===== src/hw/serdes_cfg_pkg.sv =====
// Fixed 32-to-8 configuration with MSB-first order only, so PUSH_WIDTH must stay a multiple of POP_WIDTH
package serdes_cfg_pkg;

  // ----------------------------------------------------------
  // Bus widths
  // ----------------------------------------------------------

  // Width of one packet word on the push side
  localparam int PUSH_WIDTH = 32;

  // Width of one flit on the narrow lane
  localparam int POP_WIDTH = 8;

  // Sideband metadata that rides along with every flit unchanged
  localparam int META_WIDTH = 3;

  // ----------------------------------------------------------
  // Serialization ratio and order
  // ----------------------------------------------------------

  // Number of flits carved out of one full word
  localparam int SER_RATIO = PUSH_WIDTH / POP_WIDTH;

  // Enough bits to index a slice or count the don't-care slices
  localparam int SLICE_ID_WIDTH = $clog2(SER_RATIO);

  // The most significant slice leaves first when this is set
  // The don't-care slices of a last word are then the low ones
  localparam bit MSB_FIRST = 1'b1;

endpackage : serdes_cfg_pkg


===== src/hw/serdes_types_pkg.sv =====
// Beat layouts are packed MSB-first in declaration order and assume the widths of serdes_cfg_pkg
package serdes_types_pkg;

  import serdes_cfg_pkg::*;

  // ----------------------------------------------------------
  // Plain vectors with a meaning
  // ----------------------------------------------------------

  typedef logic [PUSH_WIDTH-1:0] push_word_t;
  typedef logic [POP_WIDTH-1:0] lane_flit_t;
  typedef logic [META_WIDTH-1:0] meta_t;

  // Slice index inside a word, also used for the don't-care count
  typedef logic [SLICE_ID_WIDTH-1:0] slice_cnt_t;

  // ----------------------------------------------------------
  // Beats on the three links
  // ----------------------------------------------------------

  // One packet word as it enters the subsystem
  // The don't-care count only matters when last is set
  typedef struct packed {
    push_word_t data;
    logic       last;
    slice_cnt_t dont_care_count;
    meta_t      meta;
  } push_beat_t;

  // One flit leaving the serializer
  typedef struct packed {
    lane_flit_t data;
    logic       last;
    meta_t      meta;
  } pop_beat_t;

  // Flit on the output lane with even parity over its data bits
  typedef struct packed {
    pop_beat_t beat;
    logic      parity;
  } lane_beat_t;

  // Occupancy of the two-entry ingress buffer
  typedef enum logic [1:0] {
    buf_empty,
    buf_one,
    buf_two
  } buf_state_t;

endpackage : serdes_types_pkg


===== src/hw/flit_serializer.sv =====
// Combinational cut-through serializer that needs word_beat held stable until word_ready
module flit_serializer (
  input  logic                         clk,
  input  logic                         arst_n,
  input  logic                         word_valid,
  output logic                         word_ready,
  input  serdes_types_pkg::push_beat_t word_beat,
  output logic                         flit_valid,
  input  logic                         flit_ready,
  output serdes_types_pkg::pop_beat_t  flit_beat
);

  import serdes_cfg_pkg::*;
  import serdes_types_pkg::*;

  logic                       word_valid_q;
  logic                       word_done_q;
  logic                       restart;
  logic                       flit_xfer;
  logic                       word_done;
  slice_cnt_t                 slice_cnt_q;
  slice_cnt_t                 flit_idx;
  slice_cnt_t                 slice_sel;
  slice_cnt_t                 eff_dont_care;
  slice_cnt_t                 idx_plus_dc;
  lane_flit_t [SER_RATIO-1:0] slices;

  assign flit_xfer = flit_valid && flit_ready;

  // ----------------------------------------------------------
  // Slice counter
  // ----------------------------------------------------------

  // Previous cycle's word handshake, used to spot the start of a new word
  always_ff @(posedge clk or negedge arst_n) begin
    if (!arst_n) begin
      word_valid_q <= 1'b0;
      word_done_q  <= 1'b0;
    end else begin
      word_valid_q <= word_valid;
      word_done_q  <= word_valid && word_ready;
    end
  end

  // A word is new if nothing was presented last cycle or the previous word just finished
  // In that cycle index 0 is used directly, so there is no bubble between words
  assign restart  = word_valid && (!word_valid_q || word_done_q);
  assign flit_idx = restart ? '0 : slice_cnt_q;

  // The counter also loads on a stalled restart so a stale value never comes back
  // A full word wraps the counter back to 0 by itself
  always_ff @(posedge clk or negedge arst_n) begin
    if (!arst_n) begin
      slice_cnt_q <= '0;
    end else if (restart || flit_xfer) begin
      slice_cnt_q <= flit_idx + slice_cnt_t'(flit_xfer);
    end
  end

  // ----------------------------------------------------------
  // Slice select
  // ----------------------------------------------------------

  // View the word as an array of flits, slice 0 being the least significant
  assign slices = word_beat.data;

  // MSB-first order walks the array from the top down
  assign slice_sel = MSB_FIRST ? slice_cnt_t'(SER_RATIO - 1 - flit_idx) : flit_idx;

  // ----------------------------------------------------------
  // Early termination and flit outputs
  // ----------------------------------------------------------

  // Only a last word may drop its trailing don't-care slices
  assign eff_dont_care = word_beat.last ? word_beat.dont_care_count : '0;
  assign idx_plus_dc   = flit_idx + eff_dont_care;

  // True on the final flit this word produces
  assign word_done = (idx_plus_dc == slice_cnt_t'(SER_RATIO - 1));

  assign flit_valid = word_valid;

  always_comb begin
    flit_beat.data = slices[slice_sel];
    // Packet end is flagged only on the final kept slice of a last word
    flit_beat.last = word_beat.last && word_done;
    flit_beat.meta = word_beat.meta;
  end

  // Release the word once its final flit is taken downstream
  assign word_ready = flit_ready && word_done;

endmodule : flit_serializer


===== src/hw/lane_egress_stage.sv =====
// Registered output with one skid entry, so flit_ready never depends on out_ready in the same cycle
module lane_egress_stage (
  input  logic                         clk,
  input  logic                         arst_n,
  input  logic                         flit_valid,
  output logic                         flit_ready,
  input  serdes_types_pkg::pop_beat_t  flit_beat,
  output logic                         out_valid,
  input  logic                         out_ready,
  output serdes_types_pkg::lane_beat_t out_beat
);

  import serdes_types_pkg::*;

  lane_beat_t in_lane;
  lane_beat_t skid_beat_q;
  logic       skid_valid_q;
  logic       flit_xfer;
  logic       out_free;

  // ----------------------------------------------------------
  // Parity and handshakes
  // ----------------------------------------------------------

  // Even parity makes the XOR over data plus parity come out zero
  always_comb begin
    in_lane.beat   = flit_beat;
    in_lane.parity = ^flit_beat.data;
  end

  // Accept new flits only while the skid entry is free
  assign flit_ready = !skid_valid_q;
  assign flit_xfer  = flit_valid && flit_ready;

  // Output slot can take a new flit when empty or being drained this cycle
  assign out_free = !out_valid || out_ready;

  // ----------------------------------------------------------
  // Slot control
  // ----------------------------------------------------------

  always_ff @(posedge clk or negedge arst_n) begin
    if (!arst_n) begin
      out_valid    <= 1'b0;
      skid_valid_q <= 1'b0;
    end else begin
      // The skid entry has priority, which keeps the flit order intact
      if (out_free) begin
        out_valid <= skid_valid_q || flit_xfer;
      end
      // A flit that arrives while the output slot is stuck parks in the skid
      if (skid_valid_q && out_free) begin
        skid_valid_q <= 1'b0;
      end else if (flit_xfer && !out_free) begin
        skid_valid_q <= 1'b1;
      end
    end
  end

  // ----------------------------------------------------------
  // Payload
  // ----------------------------------------------------------

  always_ff @(posedge clk) begin
    if (out_free) begin
      out_beat <= skid_valid_q ? skid_beat_q : in_lane;
    end
    if (flit_xfer && !out_free) begin
      skid_beat_q <= in_lane;
    end
  end

endmodule : lane_egress_stage


===== src/hw/wide_to_narrow_serdes.sv =====
// Top level with two cycles from word handshake to first flit when out_ready stays high
module wide_to_narrow_serdes (
  input  logic                         clk,
  input  logic                         arst_n,
  input  logic                         in_valid,
  output logic                         in_ready,
  input  serdes_types_pkg::push_beat_t in_beat,
  output logic                         out_valid,
  input  logic                         out_ready,
  output serdes_types_pkg::lane_beat_t out_beat
);

  import serdes_types_pkg::*;

  // ----------------------------------------------------------
  // Internal links
  // ----------------------------------------------------------

  // Buffered word presented to the serializer
  logic       word_valid;
  logic       word_ready;
  push_beat_t word_beat;

  // Narrow flits toward the egress stage
  logic       flit_valid;
  logic       flit_ready;
  pop_beat_t  flit_beat;

  // Holds words stable for the whole time they are being sliced
  word_ingress_buffer ingress_buf_i (
    .clk        (clk),
    .arst_n     (arst_n),
    .in_valid   (in_valid),
    .in_ready   (in_ready),
    .in_beat    (in_beat),
    .word_valid (word_valid),
    .word_ready (word_ready),
    .word_beat  (word_beat)
  );

  // Zero-cycle cut-through from buffered word to flit
  flit_serializer serializer_i (
    .clk        (clk),
    .arst_n     (arst_n),
    .word_valid (word_valid),
    .word_ready (word_ready),
    .word_beat  (word_beat),
    .flit_valid (flit_valid),
    .flit_ready (flit_ready),
    .flit_beat  (flit_beat)
  );

  // Adds parity and breaks the ready path toward the serializer
  lane_egress_stage egress_i (
    .clk        (clk),
    .arst_n     (arst_n),
    .flit_valid (flit_valid),
    .flit_ready (flit_ready),
    .flit_beat  (flit_beat),
    .out_valid  (out_valid),
    .out_ready  (out_ready),
    .out_beat   (out_beat)
  );

endmodule : wide_to_narrow_serdes


===== src/hw/word_ingress_buffer.sv =====
// Two-entry buffer with one cycle of latency where in_ready depends only on occupancy
module word_ingress_buffer (
  input  logic                         clk,
  input  logic                         arst_n,
  input  logic                         in_valid,
  output logic                         in_ready,
  input  serdes_types_pkg::push_beat_t in_beat,
  output logic                         word_valid,
  input  logic                         word_ready,
  output serdes_types_pkg::push_beat_t word_beat
);

  import serdes_types_pkg::*;

  // Storage is two words deep, so one-bit pointers wrap on their own
  push_beat_t mem [2];
  logic       wr_ptr_q;
  logic       rd_ptr_q;
  buf_state_t state_q;
  buf_state_t state_d;
  logic       push;
  logic       pop;

  // ----------------------------------------------------------
  // Handshakes
  // ----------------------------------------------------------

  // Room for another word unless both entries are taken
  assign in_ready = (state_q != buf_two);

  // The head word is presented straight from storage
  // It stays put until the serializer releases it
  assign word_valid = (state_q != buf_empty);
  assign word_beat  = mem[rd_ptr_q];

  assign push = in_valid && in_ready;
  assign pop  = word_valid && word_ready;

  // ----------------------------------------------------------
  // Occupancy FSM
  // ----------------------------------------------------------

  always_comb begin
    state_d = state_q;
    case (state_q)
      buf_empty: begin
        if (push) begin
          state_d = buf_one;
        end
      end
      buf_one: begin
        // A push and a pop in the same cycle leave one word stored
        if (push && !pop) begin
          state_d = buf_two;
        end else if (pop && !push) begin
          state_d = buf_empty;
        end
      end
      buf_two: begin
        // in_ready is low here, so only a pop can happen
        if (pop) begin
          state_d = buf_one;
        end
      end
      default: state_d = buf_empty;
    endcase
  end

  always_ff @(posedge clk or negedge arst_n) begin
    if (!arst_n) begin
      state_q  <= buf_empty;
      wr_ptr_q <= 1'b0;
      rd_ptr_q <= 1'b0;
    end else begin
      state_q <= state_d;
      if (push) begin
        wr_ptr_q <= !wr_ptr_q;
      end
      if (pop) begin
        rd_ptr_q <= !rd_ptr_q;
      end
    end
  end

  // ----------------------------------------------------------
  // Word storage
  // ----------------------------------------------------------

  // Written only on an accepted push, never while the entry is read
  always_ff @(posedge clk) begin
    if (push) begin
      mem[wr_ptr_q] <= in_beat;
    end
  end

endmodule : word_ingress_buffer


===== config.mk =====
export PLATFORM = sky130hd
export DESIGN_NAME = wide_to_narrow_serdes
export DESIGN_NICKNAME = d
export VERILOG_FILES = /design/src/hw/serdes_cfg_pkg.sv /design/src/hw/serdes_types_pkg.sv /design/src/hw/flit_serializer.sv /design/src/hw/lane_egress_stage.sv /design/src/hw/wide_to_narrow_serdes.sv /design/src/hw/word_ingress_buffer.sv
export SDC_FILE = /design/constraint.sdc
export NUM_CORES = 1
export LEC_CHECK = 0
export BUFFER_PORTS_ARGS = -buffer_cell sky130_fd_sc_hd__buf_4
export CORE_ASPECT_RATIO = 0.8
export CORE_MARGIN = 2
export CORE_UTILIZATION = 55
export CTS_BUF_LIST = sky130_fd_sc_hd__clkbuf_16
export CTS_CLUSTER_DIAMETER = 30
export DETAILED_ROUTE_END_ITERATION = 12
export PLACE_DENSITY = 0.76
export SLEW_MARGIN = 20
export SYNTH_ARGS = -nofsm -noshare
export SYNTH_HDL_FRONTEND = slang
export SYNTH_SLANG_ARGS = --single-unit
export TNS_END_PERCENT = 100

===== constraint.sdc =====
create_clock -name clk -period 4.81 [get_ports clk]
set_input_delay 0 -clock clk [delete_from_list [all_inputs] [get_ports clk]]
set_output_delay 0 -clock clk [all_outputs]
set_load 0.02 [all_outputs]

==> flow_summary.json, run 1 <==
{
  "grt_setup_unrepaired": "false",
  "period_share_pct": 67.7,
  "path_clk_slew_ns": 0.07,
  "gp_congestion": 0.702,
  "final.setup.tns_ns": 0,
  "grt_start_max_net_pins": 39,
  "post-place-ws_ns": 1.50,
  "seq_area_frac_synth_pct": 74.3,
  "htreeDepth": 3,
  "required_ns": 4.90,
  "crit_type": "flop to flop",
  "switching_share_pct": 29.7,
  "tightest_slew_ns": 0.914,
  "rr_endpoint": "egress_i.out_beat[0]$_DFFE_PP_",
  "finalMaxSlewViolations": 0,
  "dr.pass1.iters": 4,
  "hold_path.class": "input port to async pin",
  "grt_usage_pct": 18.4,
  "vias": 2241,
  "setup_viol": 0,
  "postLayoutSetupSlackWorst_ns": 1.55,
  "finalHoldViolations": 0,
  "leakage_uw": 0.00210,
  "rr_startpoint": "ingress_buf_i.rd_ptr_q$_DFFE_PN0P_",
  "worst-path-max-fanout": 19,
  "grt_pass1_vias": 2419,
  "clock_path_buffers": 2,
  "cts-root-buf": "clkbuf_16",
  "initial_core_util_pct": 56.4,
  "status": "finished clean",
  "cts_tree": "done",
  "crit_path_end_kind": "flop",
  "power.switching_uw": 1080,
  "synthTopCellsByArea": "edfxtp_1 (69%), mux2_2 (7.8%), mux4_1 (7.1%)",
  "p_per_area_nw_per_um2": 644,
  "finalHoldWorstSlack_ns": 0.0225,
  "ant_nets": 0,
  "synth_xor_area_share_pct": 2.75,
  "portBuffers": 56,
  "synth_top_family_by_area": "multiplexers",
  "finalClockSkew_ns": 0.00743,
  "grt.overflow.total": 0,
  "async_flop_share_pct": 8.93,
  "clk_latency_ns": 0.34,
  "worst_setup_path_start_kind": "flop",
  "finalPower_uw": 3640,
  "fillCellCount": 520,
  "critical_path_arrival_ns": 3.35,
  "pwr-share-seq_pct": 44.4,
  "post_drt_via_cell_ratio": 5.21,
  "peakVddDrop_v": 0.000357,
  "grt_pass1_wl_um": 12000,
  "comb_power_share_pct": 38.0,
  "syn_area_um2": 4460,
  "synthAdderAreaFrac_pct": 0.561,
  "synth_top_area_cell": "edfxtp_1",
  "synthesis.nets": 259,
  "diodes": 0,
  "post-dp-hpwl_um": 4520,
  "synth_cell_type_count": 31,
  "fin_crit_ns": 3.26,
  "core-area_um2": 7910,
  "synth_edf_count": 102,
  "r2r_slack_ns": 1.55,
  "antenna_found_initial": 0,
  "cts_buffers": 9,
  "clock.fmax_mhz": 307,
  "io_pins": 57,
  "cts_sinks": 112,
  "drc": 0,
  "slew_headroom_pct": 39.1,
  "synth-compound-area-share_pct": 1.54,
  "ys_seq_elements": 112,
  "yosysWarnings": 0,
  "yosys.area.top_type_share_pct": 68.7,
  "avgSynthCellArea_um2": 20.7,
  "clkPwrFrac_pct": 17.7,
  "post_drt_wl_per_cell_um": 17.2,
  "die_w_um": 105,
  "synth-main-ff-cell": "edfxtp_1",
  "reg2regPathDepth": 7,
  "synth-simple-area-share_pct": 2.55,
  "fin_util_pct": 71.6,
  "dieArea_um2": 8850,
  "routed_wl_um": 7420,
  "std_cell_rows": 29,
  "synthCells": 215,
  "synthMuxAreaShare_pct": 16.8,
  "maxCapViolCount": 0,
  "drive_above_1_share_pct": 34.2,
  "drtIter0Drc": 98,
  "internal_power_uw": 2560,
  "syn_to_final_growth_pct": 27.0,
  "die_h_um": 84.5,
  "postCtsSetupBuffers": 0,
  "nNetsFinal": 361
}
==> routing by layer <==
| layer | GRT usage (%) | up-vias | share of wire, % |
|---|---|---|---|
| li1 | - | 1072 | - |
| met5 | 0 | - | 0 |
| met4 | 4.73 | 0 | 1.2 |
| met1 | 23.2 | 1100 | 45 |
| met2 | 31.7 | 60 | 50 |
| met3 | 5.51 | 9 | 4.2 |
==> worst max path at each step <==
stage	startpoint	to	cells past startpoint
after CTS	ingress_buf_i.rd_ptr_q$_DFFE_PN0P_	egress_i.out_beat[0]$_DFFE_PP_	7
final	ingress_buf_i.rd_ptr_q$_DFFE_PN0P_	egress_i.out_beat[0]$_DFFE_PP_	7
after global placement	ingress_buf_i.rd_ptr_q$_DFFE_PN0P_	egress_i.out_beat[0]$_DFFE_PP_	7
after floorplan	ingress_buf_i.state_q[1]$_DFFE_PN0P_	ingress_buf_i.mem[0][0]$_DFFE_PP_	3
after global routing	ingress_buf_i.rd_ptr_q$_DFFE_PN0P_	egress_i.out_beat[0]$_DFFE_PP_	7
after detailed placement	ingress_buf_i.rd_ptr_q$_DFFE_PN0P_	egress_i.out_beat[0]$_DFFE_PP_	7
==> cells in the mapped netlist (all sizes together), types with 2 or more instances <==
| cell | count |
|---|---|
| nand2 | 6 |
| edfxtp | 102 |
| o21ai | 3 |
| dfrtp | 10 |
| and3 | 2 |
| mux2i | 3 |
| nor2b | 2 |
| mux4 | 12 |
| nor3 | 2 |
| xnor3 | 2 |
| inv | 2 |
| o22ai | 2 |
| clkbuf | 3 |
| ha | 2 |
| xor2 | 2 |
| buf | 4 |
| mux2 | 36 |
| nor2 | 6 |
| xnor2 | 3 |
| nand3 | 2 |
| a21oi | 3 |
==> cells in the final DEF, fill, tap and decap left out, types with 3 or more instances in the layout <==
cell type / n
dfrtp_1: 10
a21oi_1: 3
dlygate4sd3_1: 40
mux2_1: 5
mux2_2: 31
mux4_1: 12
clkbuf_16: 9
buf_4: 57
nor2_1: 4
edfxtp_1: 102
mux2i_1: 3
nand2_1: 6
inv_1: 4
==> power by group through the flow <==
stage                     combinational (uW)  clock [uW]  sequential [uW]
final                                   1380         645             1620
after CTS                               1390         658             1620
after floorplan                         1010           0             1640
after detailed placement                1380           0             1640
after global placement                  1310           0             1630
after global routing                    1500         690             1650
==> stage by stage <==
stage | area [um^2] | instances
floorplan | 4460 | 215
global placement | 4980 | 373
detailed placement | 4980 | 373
CTS | 5640 | 429
global route | 5660 | 430
finish | 5660 | 430
==> worst max-delay path, cell delays in order, from the launching register on <==
cell	delay, ns
dfrtp_1	0.80
buf_4	0.38
mux2_2	0.36
mux4_1	0.56
xnor2_1	0.21
xnor3_2	0.29
xnor2_2	0.16
mux2_2	0.26
==> kinds of logic after synthesis <==
kind of cell | Yosys count
buf+inv | 9
flops | 112
xor+xnor | 8
mux | 51
simple gates | 23
compound gates | 10
fa+ha+maj | 2
==> final cells by class <==
type	count	area [um^2]	area share [%]
Inverter	2	7.51	0.133
Tap cell	108	135	2.39
Clock buffer	9	225	3.98
Clock inverter	7	32.5	0.574
Multi-Input combinational cell	94	1100	19.4
Sequential cell	112	3310	58.5
Timing Repair Buffer	98	848	15.0
==> registers in the layout, indices dropped and copies added (netlist names) <==
register                   count
ingress_buf_i.mem             76
egress_i.out_beat             13
egress_i.skid_beat_q          13
ingress_buf_i.state_q          2
serializer_i.slice_cnt_q       2
egress_i.out_valid             1
egress_i.skid_valid_q          1
ingress_buf_i.rd_ptr_q         1
ingress_buf_i.wr_ptr_q         1
serializer_i.word_done_q       1
serializer_i.word_valid_q      1
==> what timing repair did <==
item                       CTS  global route
setup endpoints to repair    0             0
gates resized for setup      0             0
hold endpoints to repair    87             0
hold buffers                40             0
No activity file was read; power rests on OpenSTA's default activity.
==> run 2: changes to the inputs <==
--- a/config.mk
+++ b/config.mk
@@ -8,11 +8,11 @@
 export BUFFER_PORTS_ARGS = -buffer_cell sky130_fd_sc_hd__buf_4
 export CORE_ASPECT_RATIO = 0.8
 export CORE_MARGIN = 2
-export CORE_UTILIZATION = 55
+export CORE_UTILIZATION = 51
 export CTS_BUF_LIST = sky130_fd_sc_hd__clkbuf_16
 export CTS_CLUSTER_DIAMETER = 30
 export DETAILED_ROUTE_END_ITERATION = 12
-export PLACE_DENSITY = 0.76
+export PLACE_DENSITY = 0.74
 export SLEW_MARGIN = 20
 export SYNTH_ARGS = -nofsm -noshare
 export SYNTH_HDL_FRONTEND = slang
==> constraint.sdc (replaced) <==
create_clock -name clk -period 2.9 [get_ports clk]
set_input_delay 0 -clock clk [delete_from_list [all_inputs] [get_ports clk]]
set_output_delay 0 -clock clk [all_outputs]
set_load 0.02 [all_outputs]
==> run 2 against run 1 <==
Compared with the run above:
- combinational power increased by 82%
- clock skew decreased by 0.00086 ns
- die area increased by 7.5%
- sequential cell count unchanged
- clock power increased by 75%
- critical path depth unchanged
- design area increased by 2.1%
- sequential power increased by 62%
- register-to-register slack got worse by 1.4 ns
- count of clock-buffer cells in the layout unchanged
- largest cell class unchanged
- largest power group unchanged
==> flow_summary.json, run 2 (synthesis results as in run 1) <==
{
  "status": "finished clean",
  "post-dp-hpwl_um": 4890,
  "portBuffers": 56,
  "leakage_uw": 0.00216,
  "drc": 0,
  "dieArea_um2": 9510,
  "crit_path_start": "ingress_buf_i.rd_ptr_q$_DFFE_PN0P_",
  "grt_pass1_vias": 2342,
  "worst-path-max-fanout": 23,
  "final_cell_mix": "edfxtp_1 (102), buf_4 (68), dlygate4sd3_1 (40), mux2_2 (31), mux4_1 (12)",
  "routed_wl_um": 7650,
  "crit_type": "flop to flop",
  "finalHoldWorstSlack_ns": 0.0168,
  "grt_pass1_wl_um": 11700,
  "initial_core_util_pct": 52.6,
  "p_per_area_nw_per_um2": 1090,
  "worst_setup_path_start_kind": "flop",
  "grt.overflow.total": 0,
  "clock.fmax_mhz": 360,
  "std_cell_rows": 30,
  "maxCapViolCount": 0,
  "regMostFlops": "ingress_buf_i.mem",
  "grt_setup_unrepaired": "false",
  "clk_latency_ns": 0.34,
  "mostFrequentLayoutCell": "edfxtp_1",
  "antenna_found_initial": 0,
  "grtUsageMet2_pct": 29.6,
  "diodes": 0,
  "core-area_um2": 8480,
  "nNetsFinal": 373,
  "clock_path_buffers": 2,
  "die_h_um": 87.6,
  "period_share_pct": 95.8,
  "path_clk_slew_ns": 0.07,
  "slew_headroom_pct": 50.0,
  "grtUsageMet1_pct": 20.9,
  "grt_start_max_net_pins": 24,
  "cts_tree": "done",
  "tightest_slew_ns": 0.750,
  "vias": 2329,
  "rr_startpoint": "ingress_buf_i.rd_ptr_q$_DFFE_PN0P_",
  "die_w_um": 109,
  "grt.busiest_layer": "met2",
  "syn_to_final_growth_pct": 29.6,
  "io_pins": 57,
  "htreeDepth": 3,
  "post_drt_wl_per_cell_um": 17.2,
  "largest_reg_flops": 76,
  "finalClockSkew_ns": 0.00657,
  "drtIter0Drc": 91,
  "crit_path_end_kind": "flop",
  "cts_sinks": 112,
  "required_ns": 3.00,
  "drive_above_1_share_pct": 37.1,
  "finalHoldViolations": 0,
  "fin_crit_ns": 2.78,
  "largest_registers": "ingress_buf_i.mem x76, egress_i.out_beat x13, egress_i.skid_beat_q x13",
  "ant_nets": 0,
  "reg2regPathDepth": 7,
  "hold_path.class": "input port to async pin",
  "gp_congestion": 0.692,
  "critical_path_arrival_ns": 2.88,
  "finalMaxSlewViolations": 0,
  "grt_usage_pct": 17.0,
  "cts_buffers": 9,
  "setup_viol": 0,
  "use_met3_pct": 4.24,
  "post-place-ws_ns": -0.00977,
  "post_drt_via_cell_ratio": 5.22,
  "peakVddDrop_v": 0.000609,
  "cts-root-buf": "clkbuf_16",
  "dr.pass1.iters": 4,
  "r2r_slack_ns": 0.12,
  "postLayoutSetupSlackWorst_ns": 0.121,
  "rr_endpoint": "egress_i.out_beat[0]$_DFFE_PP_"
}
==> run 2: changes by cell type in the layout (fill, tap and decap cells not counted), sizes merged <==
cell    before  now
clkinv       4    2
buf         58   70
inv          4    6
==> run 2: per-layer routing <==
metal,part of all wire (%),vias to the layer above
li1,-,1093
met1,43,1166
met3,3.9,15
met4,2.0,0
met2,51,55
met5,0,-
==> run 2: worst max-delay path, stage by stage, from the launching register on <==
cell	delay, ns
dfrtp_1	0.39
buf_12	0.19
mux2_2	0.36
mux4_1	0.57
xnor2_1	0.28
xnor3_2	0.33
xnor2_2	0.16
mux2_2	0.26
==> run 2: per-stage QoR <==
stage | instances | cell area (um^2) | util [%] | TNS, ns | power [uW]
2_1_floorplan | 215 | 4460 | - | 0 | 4410
3_3_place_gp | 386 | 5080 | 59.8 | 0 | 5000
3_5_place_dp | 386 | 5080 | 59.8 | -0.00977 | 5120
4_1_cts | 446 | 5780 | 68.1 | 0 | 6330
5_1_grt | 446 | 5780 | 68.1 | 0 | 6560
6_report | 446 | 5780 | 68.1 | 0 | 6270
==> run 2: timing repair <==
item | in CTS | in global routing
pin swaps | 1 | 0
setup endpoints to repair | 1 | 1
setup buffers | 4 | 0
gates resized for setup | 0 | 1
hold buffers | 40 | 0
endpoints found under the hold margin | 87 | 0
==> run 2: power by group <==
| group | switching (uW) | internal [uW] | leakage [uW] |
|---|---|---|---|
| combinational | 1170 | 1340 | 0.000949 |
| sequential | 187 | 2450 | 0.00108 |
| clock | 544 | 583 | 0.000133 |
| total | 1900 | 4370 | 0.00216 |
==> run 2: final cells by class <==
type / count / area [um^2]
clock buffer: 9 / 225
clock inverter: 7 / 45.0
fill: 565 / 2700
inverter: 2 / 7.51
multi-input combinational: 94 / 1100
sequential: 112 / 3310
tap: 112 / 140
timing repair buffer: 110 / 951
==> run 2: worst max-delay path by stage <==
| stage | endpoint | depth (start not counted) |
|---|---|---|
| 6_report | egress_i.out_beat[0]$_DFFE_PP_ | 7 |
| 5_1_grt | egress_i.out_beat[0]$_DFFE_PP_ | 7 |
| 4_1_cts | egress_i.out_beat[0]$_DFFE_PP_ | 7 |
| 3_5_place_dp | egress_i.out_beat[0]$_DFFE_PP_ | 7 |
| 3_3_place_gp | egress_i.out_beat[0]$_DFFE_PP_ | 7 |
| 2_1_floorplan | ingress_buf_i.mem[0][0]$_DFFE_PP_ | 3 |
